$ cat config.mk
export PLATFORM = sky130hd
export DESIGN_NAME = calc_top
export DESIGN_NICKNAME = d
export VERILOG_FILES = /design/src/verilog/calc_pkg.sv /design/src/verilog/add_sub_unit.sv /design/src/verilog/shift_add_multiplier.sv /design/src/verilog/calc_controller.sv /design/src/verilog/calc_top.sv
export SDC_FILE = /design/constraint.sdc
export NUM_CORES = 1
export LEC_CHECK = 0
export BUFFER_PORTS_ARGS = -buffer_cell sky130_fd_sc_hd__buf_2
export CAP_MARGIN = 20
export CORE_ASPECT_RATIO = 0.75
export CORE_MARGIN = 2
export CORE_UTILIZATION = 40
export DETAILED_ROUTE_END_ITERATION = 12
export GPL_ROUTABILITY_DRIVEN = 0
export GPL_TIMING_DRIVEN = 0
export PLACE_DENSITY = 0.63
export SYNTH_ARGS = -nofsm -noshare
export SYNTH_HDL_FRONTEND = slang
export SYNTH_SLANG_ARGS = --single-unit
$ cat constraint.sdc
create_clock -name clk -period 5.75 [get_ports clk]
set_input_delay 1.15 -clock clk [delete_from_list [all_inputs] [get_ports clk]]
set_output_delay 1.15 -clock clk [all_outputs]
set_load 0.02 [all_outputs]
$ cat src/verilog/calc_pkg.sv
`default_nettype none

package calc_pkg;

    // Datapath width shared by operands, results and both arithmetic units
    localparam int calc_w = 16;

    // Operands wrap modulo 2^16 but are shown as signed
    typedef logic signed [calc_w-1:0] calc_word_t;

    typedef enum logic [1:0] {
        OP_ADD = 2'b00,   // Keypad code 001
        OP_SUB = 2'b01,   // Keypad code 010
        OP_MUL = 2'b10    // Keypad code 100
    } calc_op_e;

    typedef enum logic [2:0] {
        ENTER_FIRST  = 3'b000,  // Accumulating first operand
        ENTER_SECOND = 3'b001,  // Accumulating second operand
        DISPATCH     = 3'b010,  // Request registered toward one unit
        WAIT_UNIT    = 3'b011,  // Waiting on the selected unit's done
        SHOW         = 3'b100   // Result latched, complete high
    } calc_state_e;

    // Controller to unit, 35 bits
    typedef struct packed {
        logic       start;  // One-cycle strobe
        calc_op_e   op;
        calc_word_t a;      // First operand or multiplicand
        calc_word_t b;      // Second operand or multiplier
    } arith_req_t;

    // Unit to controller, 17 bits
    typedef struct packed {
        logic       done;   // One-cycle strobe
        calc_word_t value;  // Valid while done is high
    } arith_resp_t;

endpackage

`default_nettype wire

$ cat src/verilog/add_sub_unit.sv
`timescale 1ns/1ps
`default_nettype none

module add_sub_unit (
    input  logic                 clk,
    input  logic                 nRST,
    input  calc_pkg::arith_req_t  req,
    output calc_pkg::arith_resp_t resp
);
    import calc_pkg::*;

    logic       done_q;     // Pulses the cycle after start
    calc_word_t value_q;
    calc_word_t sum;

    // Two's-complement add or subtract, wraps in 16 bits
    always_comb begin
        case (req.op)
            OP_SUB:  sum = req.a - req.b;
            default: sum = req.a + req.b;
        endcase
    end

    always_ff @(posedge clk or negedge nRST) begin
        if (!nRST) begin
            done_q <= 1'b0;
        end else begin
            done_q <= req.start;
        end
    end

    // Result register holds until the next start
    always_ff @(posedge clk) begin
        if (req.start) begin
            value_q <= sum;
        end
    end

    assign resp = '{done: done_q, value: value_q};

endmodule

`default_nettype wire

$ cat src/verilog/shift_add_multiplier.sv
`timescale 1ns/1ps
`default_nettype none

module shift_add_multiplier (
    input  logic                 clk,
    input  logic                 nRST,
    input  calc_pkg::arith_req_t  req,
    output calc_pkg::arith_resp_t resp
);
    import calc_pkg::*;

    localparam int step_w = $clog2(calc_w);

    // Control
    logic              busy;
    logic [step_w-1:0] step;      // Partial products taken so far
    logic              done_q;
    logic              last_step;

    // Datapath
    calc_word_t        mcand;     // Shifted left each step
    logic [calc_w-1:0] mplier;    // Shifted right each step
    logic [calc_w-1:0] mplier_next;
    calc_word_t        acc;
    calc_word_t        acc_next;
    calc_word_t        value_q;

    always_comb begin
        acc_next    = mplier[0] ? acc + mcand : acc;
        mplier_next = mplier >> 1;
        // Early exit once no multiplier bits remain
        last_step   = (mplier_next == '0) || (step == step_w'(calc_w - 1));
    end

    always_ff @(posedge clk or negedge nRST) begin
        if (!nRST) begin
            busy   <= 1'b0;
            step   <= '0;
            done_q <= 1'b0;
        end else begin
            done_q <= 1'b0;
            if (req.start && !busy) begin
                busy <= 1'b1;
                step <= '0;
            end else if (busy) begin
                step <= step + step_w'(1);
                if (last_step) begin
                    busy   <= 1'b0;
                    done_q <= 1'b1;
                end
            end
        end
    end

    // Operands and accumulator; the op field plays no part here
    always_ff @(posedge clk) begin
        if (req.start && !busy) begin
            mcand  <= req.a;
            mplier <= req.b;
            acc    <= '0;
        end else if (busy) begin
            acc    <= acc_next;
            mcand  <= mcand << 1;
            mplier <= mplier_next;
            if (last_step) begin
                value_q <= acc_next;  // Low 16 bits of the product
            end
        end
    end

    assign resp = '{done: done_q, value: value_q};

endmodule

`default_nettype wire

$ cat src/verilog/calc_controller.sv
`timescale 1ns/1ps
`default_nettype none

module calc_controller (
    input  logic                  clk,
    input  logic                  nRST,
    input  logic [3:0]            digit,
    input  logic                  digit_valid,
    input  logic [2:0]            operator_code,
    input  logic                  equal,
    output calc_pkg::arith_req_t  addsub_req,
    output calc_pkg::arith_req_t  mul_req,
    input  calc_pkg::arith_resp_t addsub_resp,
    input  calc_pkg::arith_resp_t mul_resp,
    output logic                  complete,
    output calc_pkg::calc_word_t  display_value
);
    import calc_pkg::*;

    calc_state_e state;
    calc_state_e next_state;

    calc_word_t  operand_a;
    calc_word_t  operand_b;
    calc_op_e    op_q;        // Operator latched in ENTER_FIRST
    calc_op_e    op_dec;
    logic        op_ok;       // Exactly one valid one-hot code
    logic        digit_ok;
    logic        sel_mul;     // Unit that was dispatched to
    logic        unit_done;

    // Operand times ten plus the new digit, modulo 2^16
    function automatic calc_word_t push_digit(input calc_word_t cur, input logic [3:0] d);
        calc_word_t times_ten;
        times_ten = (cur << 3) + (cur << 1);
        return times_ten + calc_word_t'({{(calc_w - 4){1'b0}}, d});
    endfunction

    assign digit_ok  = digit_valid && (digit <= 4'd9);
    assign unit_done = sel_mul ? mul_resp.done : addsub_resp.done;

    always_comb begin
        op_ok  = 1'b1;
        op_dec = OP_ADD;
        case (operator_code)
            3'b001:  op_dec = OP_ADD;
            3'b010:  op_dec = OP_SUB;
            3'b100:  op_dec = OP_MUL;
            default: op_ok  = 1'b0;   // Zero or several bits set
        endcase
    end

    always_comb begin
        next_state = state;
        case (state)
            ENTER_FIRST: begin
                if (op_ok) begin
                    next_state = ENTER_SECOND;
                end
            end
            ENTER_SECOND: begin
                if (equal) begin
                    next_state = DISPATCH;
                end
            end
            DISPATCH: next_state = WAIT_UNIT;
            WAIT_UNIT: begin
                if (unit_done) begin
                    next_state = SHOW;
                end
            end
            SHOW:     next_state = ENTER_FIRST;
            default:  next_state = ENTER_FIRST;
        endcase
    end

    always_ff @(posedge clk or negedge nRST) begin
        if (!nRST) begin
            state <= ENTER_FIRST;
        end else begin
            state <= next_state;
        end
    end

    always_ff @(posedge clk or negedge nRST) begin
        if (!nRST) begin
            operand_a     <= '0;
            operand_b     <= '0;
            op_q          <= OP_ADD;
            sel_mul       <= 1'b0;
            addsub_req    <= '0;
            mul_req       <= '0;
            complete      <= 1'b0;
            display_value <= '0;
        end else begin
            // Strobes default low
            addsub_req.start <= 1'b0;
            mul_req.start    <= 1'b0;
            complete         <= 1'b0;

            case (state)
                ENTER_FIRST: begin
                    if (digit_ok) begin
                        operand_a <= push_digit(operand_a, digit);
                    end
                    if (op_ok) begin
                        op_q <= op_dec;
                    end
                end
                ENTER_SECOND: begin
                    if (digit_ok) begin
                        operand_b <= push_digit(operand_b, digit);
                    end
                end
                DISPATCH: begin
                    sel_mul <= (op_q == OP_MUL);
                    if (op_q == OP_MUL) begin
                        mul_req <= '{start: 1'b1, op: op_q, a: operand_a, b: operand_b};
                    end else begin
                        addsub_req <= '{start: 1'b1, op: op_q, a: operand_a, b: operand_b};
                    end
                end
                WAIT_UNIT: begin
                    if (unit_done) begin
                        display_value <= sel_mul ? mul_resp.value : addsub_resp.value;
                        complete      <= 1'b1;
                    end
                end
                SHOW: begin
                    operand_a <= '0;   // Fresh entry for the next calculation
                    operand_b <= '0;
                end
                default: ;
            endcase
        end
    end

endmodule

`default_nettype wire

$ cat src/verilog/calc_top.sv
`timescale 1ns/1ps
`default_nettype none

module calc_top (
    input  logic                 clk,
    input  logic                 nRST,
    input  logic [3:0]           digit,
    input  logic                 digit_valid,
    input  logic [2:0]           operator_code,
    input  logic                 equal,
    output logic                 complete,
    output calc_pkg::calc_word_t display_value
);
    import calc_pkg::*;

    arith_req_t  addsub_req;
    arith_req_t  mul_req;
    arith_resp_t addsub_resp;
    arith_resp_t mul_resp;

    calc_controller u_ctrl (
        .clk           (clk),
        .nRST          (nRST),
        .digit         (digit),
        .digit_valid   (digit_valid),
        .operator_code (operator_code),
        .equal         (equal),
        .addsub_req    (addsub_req),
        .mul_req       (mul_req),
        .addsub_resp   (addsub_resp),
        .mul_resp      (mul_resp),
        .complete      (complete),
        .display_value (display_value)
    );

    add_sub_unit u_addsub (
        .clk  (clk),
        .nRST (nRST),
        .req  (addsub_req),
        .resp (addsub_resp)
    );

    shift_add_multiplier u_mul (
        .clk  (clk),
        .nRST (nRST),
        .req  (mul_req),
        .resp (mul_resp)
    );

endmodule

`default_nettype wire

==> implementation parameters, run 1 <==
Parameter                              Value

CTS
  Clk Tree Root Cell    sky130_fd_sc_hd__clkbuf_16
  Number of clock sinks    210
  CTS-repair resized insts    0
  Buffer depth of the longest clock path    3
  Clock edge transition at the registers on the reported setup and hold paths    0.06 ns
  CTS Hold Bufs    0
  TritonCTS Buffers    22
  Clock H-tree levels    1
  Insertion delay of the later-clocked pin in the worst-skew pair    0.51 ns
  Post-CTS setup-driven buffer insertion count    0
  Clock tree from TritonCTS    yes

Setup path
  Type of destination of the critical path    flip-flop
  Cells along the critical path    buf_2, inv_1, fa_1, inv_1, ha_1, a211oi_1, nor2_1, o311ai_1, o211ai_1, a31oi_1, xnor2_1, o21ai_1
  Most common cell on crit path    sky130_fd_sc_hd__inv_1
  Data arrival at the endpoint of the critical path    3.85 ns
  Critical path startpoint category    input pin
  WP data required    6.13 ns
  Critical Path Fanout Max    3
  Type of the setup path with the least slack    input pin to flip-flop
  Number of cells on the critical path    12
  Critical path startpoint    digit[3]
  Number of buffer and inverter instances along the worst setup path    3
  Startpoint of the lowest-slack register-to-register path    u_ctrl.addsub_req[5]
  Reg2Reg Depth    11
  Largest incremental delay on the critical path    0.60 ns
  Max stage delay cell, worst path    sky130_fd_sc_hd__fa_1
  Crit-path leading delay family    compound AO/OA/AOI/OAI gates

GRT
  Combined global-route utilization of all metal layers    19.0%
  Met1 Usage GRT    30.5%
  Met3 usage in global routing    2.95%
  Largest net degree at the start of global routing    98
  Global-route wire length before repair    44.2 mm
  Global Route met2 Usage    26.8%
  Initial antenna violation count    0
  Layer with the highest usage    met1
  Via count of the first global-routing pass    8025
  Total congestion overflow    0

Power and ir drop
  Proportion of power drawn by flip-flops and latches    50.3%
  Net switching fraction of the power    21.0%
  Largest voltage drop on the vdd net    222 uV
  Total power    3070 uW
  Switching power of the nets    646 uW
  Power density normalized to cell area    240 nW/um^2
  Leakage power total    0.00576 uW
  Part of the power in the clock network    47.5%
  Combinational fraction of design power    2.2%
  Internal Pwr Total    2420 uW

Worst hold path
  Number of cells traversed by the worst hold path    2
  Hold path start    u_ctrl.display_value[2]
  Worst min-delay path category    flip-flop to flip-flop

Die
  Die H    150 um
  Total die area    29800 sq um
  Site Rows    53
  Starting density of the core    40.6%
  Placeable core region    28000 sq um
  Top-Level Pins    28
  Die X-Extent    199 um

Timing
  Fmax    288 MHz
  Summed negative setup slack over all endpoints    0 ns
  Final Hold Viols    0
  Worst clock skew    0.0131 ns
  Final period util    60.4%
  Slew HR    41.6%
  Min cycle time layout    3.47 ns
  Number of pins with negative max-slew slack in the final report    0
  Final setup violation count    0
  Final worst slack    2.28 ns
  Worst Max-Slew Pin Slew    0.867 ns
  Unrepaired setup endpoints after global routing    no

Place
  Hpwl dp    20.3 mm
  Pre-CTS setup slack    1.81 ns
  Cell Area, Placed    12000 sq um
  # port buffers    27

Layout
  Most common cell after layout, fill and taps aside    sky130_fd_sc_hd__nand2_1
  Post-route cell area    12800 sq um
  Area of the multi-input gates    5520 sq um
  Layout Nets    1281
  Area occupied by registers    5500 sq um
  Fill cell instance count of the final layout    2672
  Commonest cells after routing, fill and taps aside    sky130_fd_sc_hd__nand2_1 (236), sky130_fd_sc_hd__dfrtp_1 (130), sky130_fd_sc_hd__ha_1 (84), sky130_fd_sc_hd__o21ai_0 (71), sky130_fd_sc_hd__edfxtp_1 (64)
  Count of inserted antenna diode cells    0
  Area grow syn2layout    12.4%
  Fraction of layout cells with a size suffix above 1    9.78%

Synthesis
  Share of synthesized registers carrying an async set or reset    61.9%
  Mean instance size in the synthesized netlist    10.1 sq um
  Most used DFF post-synth    sky130_fd_sc_hd__dfrtp_1
  Mapped Nets    1228
  Cell count after synthesis    1127
  Number of distinct library cell variants in the gate-level netlist after synthesis    70
  Proportion of synthesized chip area in sequential cells    48.3%
  Flip-flop and latch count after synthesis    210
  Synth warn    0
  Number of flops mapped to enable cells by yosys    64
  Netlist area before placement    11400 sq um

Status
  Status    finished, final reports clean

Drt
  Initial drt markers    621
  ANT nets after route    0
  DR vias    8251
  Router iterations before antenna repair    5
  Routed wire length    26.9 mm
  Post-DR vias/cell    5.22
  Drt wl/cell    17.0 um
  Post-detailed-route DRC marker count    0

Job
  Max Cap Violations    0
## layout make-up
class,count,area share [%]
Timing Repair Buffer,29,1.54
Inverter,45,1.32
Clock inverter,10,0.812
Multi-Input combinational cell,825,43.1
Sequential cell,210,43.0
Buffer,47,1.50
Clock buffer,30,4.95
Tap cell,385,3.77
## synthesized netlist by cell type (8+ instances only)
cell                       instances  share of area (%)
sky130_fd_sc_hd__dfxtp_1          16                2.8
sky130_fd_sc_hd__nor3_1            9               0.40
sky130_fd_sc_hd__o21ai_1          19               0.84
sky130_fd_sc_hd__xnor2_1          37                2.8
sky130_fd_sc_hd__o21ai_0          71                3.1
sky130_fd_sc_hd__o31ai_1          11               0.73
sky130_fd_sc_hd__o21a_1            9               0.59
sky130_fd_sc_hd__mux2i_1          21                1.8
sky130_fd_sc_hd__xor2_1           28                2.2
sky130_fd_sc_hd__a22o_1           10               0.77
sky130_fd_sc_hd__clkbuf_1         36                1.2
sky130_fd_sc_hd__nand2b_1         15               0.83
sky130_fd_sc_hd__ha_1             84                9.2
sky130_fd_sc_hd__a21oi_1          35                1.5
sky130_fd_sc_hd__nand3_1          38                1.7
sky130_fd_sc_hd__mux2_2           41                4.1
sky130_fd_sc_hd__nand2_1         236                7.8
sky130_fd_sc_hd__a211oi_1         11               0.73
sky130_fd_sc_hd__a21o_1           14               0.92
sky130_fd_sc_hd__inv_1            44                1.5
sky130_fd_sc_hd__dfrtp_1         130                 29
sky130_fd_sc_hd__nor2b_1           8               0.44
sky130_fd_sc_hd__edfxtp_1         64                 17
sky130_fd_sc_hd__nor2_1           49                1.6
## kinds of logic after synthesis
logic type,after synthesis,share of synthesized area (%)
adders and majority gates,90,10.3
buffers and inverters,92,3.17
muxes,64,6.14
AOI/OAI and AO/OA,226,12.8
DFF,210,48.3
and+or+nand+nor,380,14.2
xor gates and xnor gates,65,5.01
## registers in the layout, summed over array words and instances (netlist names), 4 cells and up
register,cells
u_ctrl.display_value,16
u_mul.mcand,16
u_mul.value_q,16
u_mul.acc,16
u_mul.mplier,16
u_ctrl.operand_a,16
u_addsub.value_q,16
u_ctrl.addsub_req,35
u_ctrl.mul_req,33
u_ctrl.operand_b,16
u_mul.step,4
## power by group through the flow
stage	Clock [uW]	Combinational [uW]	Sequential, uW
floorplan	0	35.1	1570
global placement	0	65.9	1570
detailed placement	0	70.0	1570
CTS	1480	70.6	1540
global route	1540	80.7	1540
finish	1460	68.7	1540
## metal layers
metal,up-vias,share of wire (%)
met5,-,0
met4,0,1.3
met3,27,4.8
met2,159,40
met1,3997,54
li1,4068,-
## per-stage QoR
step,instances,hold WS [ns],util (%)
floorplan,1127,0.437,-
global placement,1539,0.456,42.8
detailed placement,1541,0.459,43.1
CTS,1581,0.479,45.7
global route,1581,0.496,45.7
finish,1581,0.471,45.7
## tightest hold or removal path: stages (launching register included)
cell and delay, ns:
sky130_fd_sc_hd__dfrtp_1 0.33, sky130_fd_sc_hd__nand2_1 0.05, sky130_fd_sc_hd__o21ai_0 0.06
## worst paths after layout
kind	slack, ns	end
min in group asynchronous	0.54	u_ctrl.display_value[3]
hold / removal	0.47	u_ctrl.display_value[2]
max in group asynchronous	4.43	u_ctrl.operand_a[15]
setup / recovery	2.28	u_ctrl.operand_b[15]
hold reg to reg	0.47	u_ctrl.display_value[2]
setup reg to reg	2.46	u_addsub.value_q[15]
Note: power is estimated with default switching activity, not from simulation.
==> inputs of run 2 (changes only) <==
Settings changed: PLACE_DENSITY 0.63 to 0.65.
Clock period 5.75 ns to 3 ns, I/O delays scaled along.
==> run 2 against run 1 <==
- the run now ends with setup timing left
- sequential share of layout area down 1.4 points
- global-route usage up 0.44 points
- setup slack worse by 2.3 ns
- clock skew up 0.0044 ns
- critical path depth down 1
- core utilization up 1.5 points
- non-clock buffer count up 16
- cell count up 1.0%
- combinational power up 100%
- critical path type is now flip-flop to flip-flop
- largest power group unchanged
==> implementation parameters, run 2 (synthesis gave the netlist of run 1 again) <==
Parameter                              Value

CTS
  Number of clock sinks    210 (unchanged)
  Clock edge transition at the registers on the reported setup and hold paths    0.07 ns (about the same)
  Buffer depth of the longest clock path    3 (unchanged)
  Clock H-tree levels    1 (unchanged)
  Insertion delay of the later-clocked pin in the worst-skew pair    0.52 ns (about the same)
  Clock tree from TritonCTS    yes
  Clk Tree Root Cell    sky130_fd_sc_hd__clkbuf_16
  TritonCTS Buffers    22 (unchanged)

Setup path
  Critical path startpoint category    flip-flop
  Type of destination of the critical path    flip-flop
  Critical Path Fanout Max    4 (+1)
  WP data required    3.25 ns (-2.88 ns)
  Type of the setup path with the least slack    flip-flop to flip-flop
  Data arrival at the endpoint of the critical path    3.30 ns (-0.55 ns)

Job
  Max Cap Violations    0 (unchanged)

Layout
  Largest reg by FF count    u_ctrl.addsub_req
  Commonest cells after routing, fill and taps aside    sky130_fd_sc_hd__nand2_1 (235), sky130_fd_sc_hd__dfrtp_1 (126), sky130_fd_sc_hd__ha_1 (80), sky130_fd_sc_hd__o21ai_0 (66), sky130_fd_sc_hd__edfxtp_1 (64)
  Final core utilization    47.2% (+1.5 points)
  Area grow syn2layout    16.2%
  Layout Nets    1297 (+1.2%)
  Top flop regs    u_ctrl.addsub_req x35, u_ctrl.mul_req x33
  Fraction of layout cells with a size suffix above 1    15.1% (+5.3 points)
  Most common cell after layout, fill and taps aside    sky130_fd_sc_hd__nand2_1
  Flip-flop count of the largest register, all copies and words added    35 (unchanged)
  Count of inserted antenna diode cells    0 (unchanged)

Timing
  Final period util    102%
  Worst clock skew    0.0174 ns (+0.00436 ns)
  Slew HR    48.4% (+6.8 points)
  Minimum hold slack    0.320 ns (-0.151 ns)
  Unrepaired setup endpoints after global routing    yes
  Min cycle time layout    3.05 ns
  Worst Max-Slew Pin Slew    0.766 ns (-0.101 ns)
  Final Hold Viols    0 (unchanged)
  Number of pins with negative max-slew slack in the final report    0 (unchanged)
  Fmax    327 MHz
  Final worst slack    -0.0547 ns (-2.33 ns)
  Final setup violation count    2 (+2)

Power and ir drop
  Switching power of the nets    1270 uW (+97%)
  Internal Pwr Total    4750 uW (+96%)
  Largest voltage drop on the vdd net    406 uV (+83%)
  Leakage power total    0.00589 uW (+2.3%)
  Proportion of power drawn by flip-flops and latches    49.1% (-1.2 points)
  Total power    6020 uW (+96%)
  Combinational fraction of design power    2.3% (about the same)
  Power density normalized to cell area    456 nW/um^2 (+90%)
  Net switching fraction of the power    21.1% (+0.061 points)
  Part of the power in the clock network    48.6% (+1.1 points)

Drt
  Post-detailed-route DRC marker count    0 (unchanged)
  Routed wire length    28.3 mm (+5.5%)
  Drt wl/cell    17.7 um (+4.4%)
  ANT nets after route    0 (unchanged)
  Router iterations before antenna repair    5 (unchanged)
  DR vias    8471 (+2.7%)
  Initial drt markers    540 (-13%)
  Post-DR vias/cell    5.30 (+1.6%)

Place
  # port buffers    27 (unchanged)
  Hpwl dp    20.2 mm (-0.18%)

GRT
  Combined global-route utilization of all metal layers    19.4% (+0.44 points)
  Initial antenna violation count    0 (unchanged)
  Global-route wire length before repair    45.0 mm (+1.7%)
  Via count of the first global-routing pass    8128 (+1.3%)
  Largest net degree at the start of global routing    97 (-1.0%)
  Total congestion overflow    0 (unchanged)

Die
  Die X-Extent    199 um (unchanged)
  Die H    150 um (unchanged)
  Site Rows    53 (unchanged)
  Placeable core region    28000 sq um (unchanged)
  Total die area    29800 sq um (unchanged)
  Starting density of the core    40.6% (unchanged)
  Top-Level Pins    28 (unchanged)

Worst hold path
  Worst min-delay path category    input pin to flip-flop

Status
  Status    finished with violations
  Violations in the final reports    setup timing
## run 2: cell count changes in the layout (fill, tap and decap cells not counted), sizes merged
cell | previous run | this run
buf | 40 | 55
clkbuf | 66 | 67
clkinv | 5 | 7
clkinvlp | 3 | 0
dlygate4sd3 | 0 | 1
## run 2: final timing paths
kind                                               from                       to  slack (ns)  cells after the start
worst max-delay path               u_ctrl.addsub_req[3]     u_addsub.value_q[14]       -0.05                     11
worst min-delay path                   operator_code[0]           u_ctrl.op_q[0]        0.32                      2
worst max register to register     u_ctrl.addsub_req[3]     u_addsub.value_q[14]       -0.05                     11
worst min register to register  u_ctrl.display_value[5]  u_ctrl.display_value[5]        0.47                      2
max in group asynchronous                          nRST      u_ctrl.operand_a[1]        1.62                      3
min in group asynchronous                          nRST    u_ctrl.addsub_req[17]        0.55                      2
## run 2: timing repair
action                                 4_1_cts  5_1_grt
setup buffers                                6        9
hold buffers                                 1        0
resized for setup                           16       47
setup endpoints to repair                   12       14
endpoints found under the hold margin       34        0
gates cloned                                 0        0
pin swaps                                    8       22
## run 2: per-layer routing
metal	vias up	share of wire, %	track usage [%]	wire, um
li1	4100	-	-	-
met1	4125	51	30.2	14300
met2	212	41	28.1	11700
met3	34	6.5	3.61	1830
met4	0	1.6	3.32	465
met5	-	0	0	0
## run 2: through the flow
step	setup TNS (ns)	instance area, sq um	setup WS (ns)	instances
2_1_floorplan	0	11400	0.0796	1127
3_3_place_gp	-66.80	12000	-0.511	1539
3_5_place_dp	-3.06	12000	-0.370	1541
4_1_cts	-0.0979	13000	-0.0576	1588
5_1_grt	-0.491	13200	-0.134	1597
6_report	-0.0895	13200	-0.0547	1597
## run 2: final cells by class
type | count | area, sq um
plain buffers | 47 | 193
clock buffers | 31 | 678
clock inverters | 9 | 109
fillers | 2587 | 14800
inverters | 45 | 174
multi-input cells | 825 | 5760
flip-flops and latches | 210 | 5500
well taps | 385 | 482
repair buffers | 45 | 319
## run 2: power by group through the flow
stage	Combinational [uW]	Clock (uW)	Sequential [uW]
finish	139	2930	2960
CTS	137	2960	2960
global route	164	3090	2960
detailed placement	134	0	3010
floorplan	67.2	0	3010
global placement	127	0	3010
## run 2: worst max-delay path, cell delays in order (launching register included)
cell and delay (ns):
sky130_fd_sc_hd__dfrtp_2 0.42, sky130_fd_sc_hd__or4_4 0.58, sky130_fd_sc_hd__nor2_1 0.15, sky130_fd_sc_hd__nand2_2 0.11, sky130_fd_sc_hd__o21ai_2 0.19, sky130_fd_sc_hd__xor2_2 0.18, sky130_fd_sc_hd__ha_1 0.28, sky130_fd_sc_hd__a21o_1 0.17
sky130_fd_sc_hd__a21o_1 0.17, sky130_fd_sc_hd__a21oi_1 0.22, sky130_fd_sc_hd__o31ai_1 0.16, sky130_fd_sc_hd__xor2_1 0.16
==> inputs of run 3 (changes only) <==
Settings changed: CELL_PAD_IN_SITES_DETAIL_PLACEMENT set to 0, CELL_PAD_IN_SITES_GLOBAL_PLACEMENT set to 2, CORE_UTILIZATION 40 to 38, PLACE_DENSITY 0.65 to 0.85.
==> run 3 against run 2 <==
- the flow now finishes without violations
- hold slack better by 0.00089 ns
- final area down 0.80%
- power shrank 3.4%
- highest routed layer unchanged
- non-clock buffer count up 2
- clock power decreased by 7.2%
- count of clock-buffer cells in the layout decreased by 5
- global-route usage decreased by 0.65 points
- via count down 2.2%
- wire length increased by 1.8%
- sequential cell count unchanged
- first-iteration DRC count is 6.3% higher
- setup slack improved by 0.070 ns
- largest cell class unchanged
==> implementation parameters, run 3 (synthesis gave the netlist of run 1 again) <==
Parameter                              Value

Status
  Status    finished, final reports clean

Timing
  Worst Max-Slew Pin Slew    0.902 ns (+0.136 ns)
  Worst clock skew    0.00782 ns (-0.00960 ns)
  Number of pins with negative max-slew slack in the final report    0 (unchanged)
  Slew HR    39.2% (-9.2 points)
  Min cycle time layout    2.99 ns (-0.0697 ns)
  Unrepaired setup endpoints after global routing    yes
  Final Hold Viols    0 (unchanged)
  Final setup violation count    0 (-2)
  Fmax    335 MHz (+2.3%)
  Final period util    99.5% (-2.3 points)

Die
  Starting density of the core    38.9% (-1.8 points)
  Die X-Extent    204 um (+2.5%)
  Placeable core region    29300 sq um (+4.5%)
  Total die area    31300 sq um (+5.1%)
  Top-Level Pins    28 (unchanged)
  Die H    154 um (+2.5%)
  Site Rows    54 (+1.9%)

Power and ir drop
  Power density normalized to cell area    444 nW/um^2 (-2.7%)
  Total power    5820 uW (-3.4%)
  Leakage power total    0.00585 uW (-0.69%)
  Largest voltage drop on the vdd net    342 uV (-16%)

Setup path
  Startpoint of the lowest-slack register-to-register path    u_ctrl.addsub_req[6]
  End point of the critical path    u_addsub.value_q[13]
  Worst reg-to-reg setup slack    0.01 ns (+0.07 ns)
  WP data required    3.24 ns (about the same)
  Type of destination of the critical path    flip-flop
  Critical path startpoint category    flip-flop
  Critical Path Fanout Max    3 (-1)
  Type of the setup path with the least slack    flip-flop to flip-flop
  Reg2Reg Depth    11 (unchanged)
  Capturing point of the worst reg2reg path    u_addsub.value_q[13]
  Critical path startpoint    u_ctrl.addsub_req[6]
  Data arrival at the endpoint of the critical path    3.22 ns (-0.08 ns)

Layout
  Count of inserted antenna diode cells    0 (unchanged)
  Post-route cell area    13100 sq um (-0.80%)
  Largest reg by FF count    u_ctrl.addsub_req
  Top flop regs    u_ctrl.addsub_req x35, u_ctrl.mul_req x33
  Area grow syn2layout    15.3%
  Final core utilization    44.8% (-2.4 points)
  Most common cell after layout, fill and taps aside    sky130_fd_sc_hd__nand2_1
  Layout Nets    1299 (+0.15%)
  Fraction of layout cells with a size suffix above 1    14.3% (-0.77 points)
  Commonest cells after routing, fill and taps aside    sky130_fd_sc_hd__nand2_1 (235), sky130_fd_sc_hd__dfrtp_1 (127), sky130_fd_sc_hd__ha_1 (81), sky130_fd_sc_hd__o21ai_0 (67), sky130_fd_sc_hd__edfxtp_1 (64)
  Flip-flop count of the largest register, all copies and words added    35 (unchanged)

CTS
  Clk Tree Root Cell    sky130_fd_sc_hd__clkbuf_16
  Clock edge transition at the registers on the reported setup and hold paths    0.06 ns (about the same)
  Buffer depth of the longest clock path    3 (unchanged)
  Number of clock sinks    210 (unchanged)
  Insertion delay of the later-clocked pin in the worst-skew pair    0.50 ns (-0.02 ns)
  Clock tree from TritonCTS    yes
  Clock H-tree levels    1 (unchanged)
  TritonCTS Buffers    22 (unchanged)

Drt
  Post-detailed-route DRC marker count    0 (unchanged)
  Routed wire length    28.9 mm (+1.8%)
  Router iterations before antenna repair    5 (unchanged)
  Post-DR vias/cell    5.16 (-2.8%)
  Drt wl/cell    18.0 um (+1.3%)
  Initial drt markers    574 (+6.3%)
  ANT nets after route    0 (unchanged)
  DR vias    8283 (-2.2%)

GRT
  Largest net degree at the start of global routing    93 (-4.1%)
  Combined global-route utilization of all metal layers    18.8% (-0.65 points)
  Via count of the first global-routing pass    7996 (-1.6%)
  Initial antenna violation count    0 (unchanged)
  Global-route wire length before repair    46.3 mm (+2.8%)
  Total congestion overflow    0 (unchanged)

Place
  Hpwl dp    21.5 mm (+6.2%)
  # port buffers    27 (unchanged)
  Cell Area, Placed    12100 sq um (about the same)

Worst hold path
  Number of cells traversed by the worst hold path    2 (unchanged)
  Worst min-delay path category    input pin to flip-flop

Job
  Max Cap Violations    0 (unchanged)
==> run 3: repair_timing <==
item                                    in CTS  in global routing
hold buffers                                 1                  0
endpoints found under the setup margin      11                 14
endpoints found under the hold margin        3                  0
pin swaps                                   15                 21
setup buffers                                6                 11
resized for setup                           16                 36
==> run 3: worst min path at each step <==
stage | slack (ns) | from | to
2_1_floorplan | 0.30 | nRST | u_addsub.done_q
3_3_place_gp | 0.45 | u_ctrl.mul_req[15] | u_ctrl.mul_req[15]
3_5_place_dp | 0.45 | u_ctrl.mul_req[15] | u_ctrl.mul_req[15]
4_1_cts | 0.31 | operator_code[0] | u_ctrl.op_q[0]
5_1_grt | 0.33 | operator_code[0] | u_ctrl.op_q[0]
6_report | 0.32 | operator_code[0] | u_ctrl.op_q[0]
==> run 3: layout make-up <==
cell class                      instances  area, sq um
Clock inverter                         14          120
Sequential cell                       210         5500
Buffer                                 47          193
Timing Repair Buffer                   47          338
Inverter                               45          169
Fill cell                            2813        16100
Multi-Input combinational cell        825         5720
Clock buffer                           26          587
Tap cell                              392          490
==> run 3: per-stage QoR <==
step | hold WS (ns) | setup WS, ns | setup TNS (ns) | cells
5_1_grt | 0.334 | -0.166 | -0.502 | 1606
3_5_place_dp | 0.454 | -0.494 | -3.85 | 1548
4_1_cts | 0.305 | -0.120 | -0.393 | 1595
3_3_place_gp | 0.452 | -0.640 | -84.82 | 1546
2_1_floorplan | 0.304 | 0.0796 | 0 | 1127
6_report | 0.321 | 0.0150 | 0 | 1606
==> run 3: report_power, final <==
part / internal [uW] / switching, uW / leakage (uW)
clock network: 1570 / 1150 / 0.000338
registers: 2940 / 14.5 / 0.00239
logic: 52.4 / 91.4 / 0.00312
total: 4560 / 1250 / 0.00585
==> run 3: critical path: stages (launching register included) <==
cell and delay [ns]:
sky130_fd_sc_hd__dfrtp_1 0.41, sky130_fd_sc_hd__or4_4 0.57, sky130_fd_sc_hd__o41ai_4 0.26, sky130_fd_sc_hd__xor2_1 0.21, sky130_fd_sc_hd__ha_1 0.29, sky130_fd_sc_hd__a21o_1 0.18, sky130_fd_sc_hd__a21oi_2 0.14, sky130_fd_sc_hd__nand2_1 0.10
sky130_fd_sc_hd__a31oi_4 0.21, sky130_fd_sc_hd__buf_6 0.14, sky130_fd_sc_hd__o31ai_2 0.07, sky130_fd_sc_hd__xor2_1 0.15
==> run 3: layer usage <==
metal  part of all wire (%)  GRT usage, %  vias to the layer above
met5                      0             0                        -
met4                    1.2          2.68                        0
met3                    4.3          2.08                       29
met2                     39          25.3                      128
met1                     55          31.9                     4029
li1                       -             -                     4097
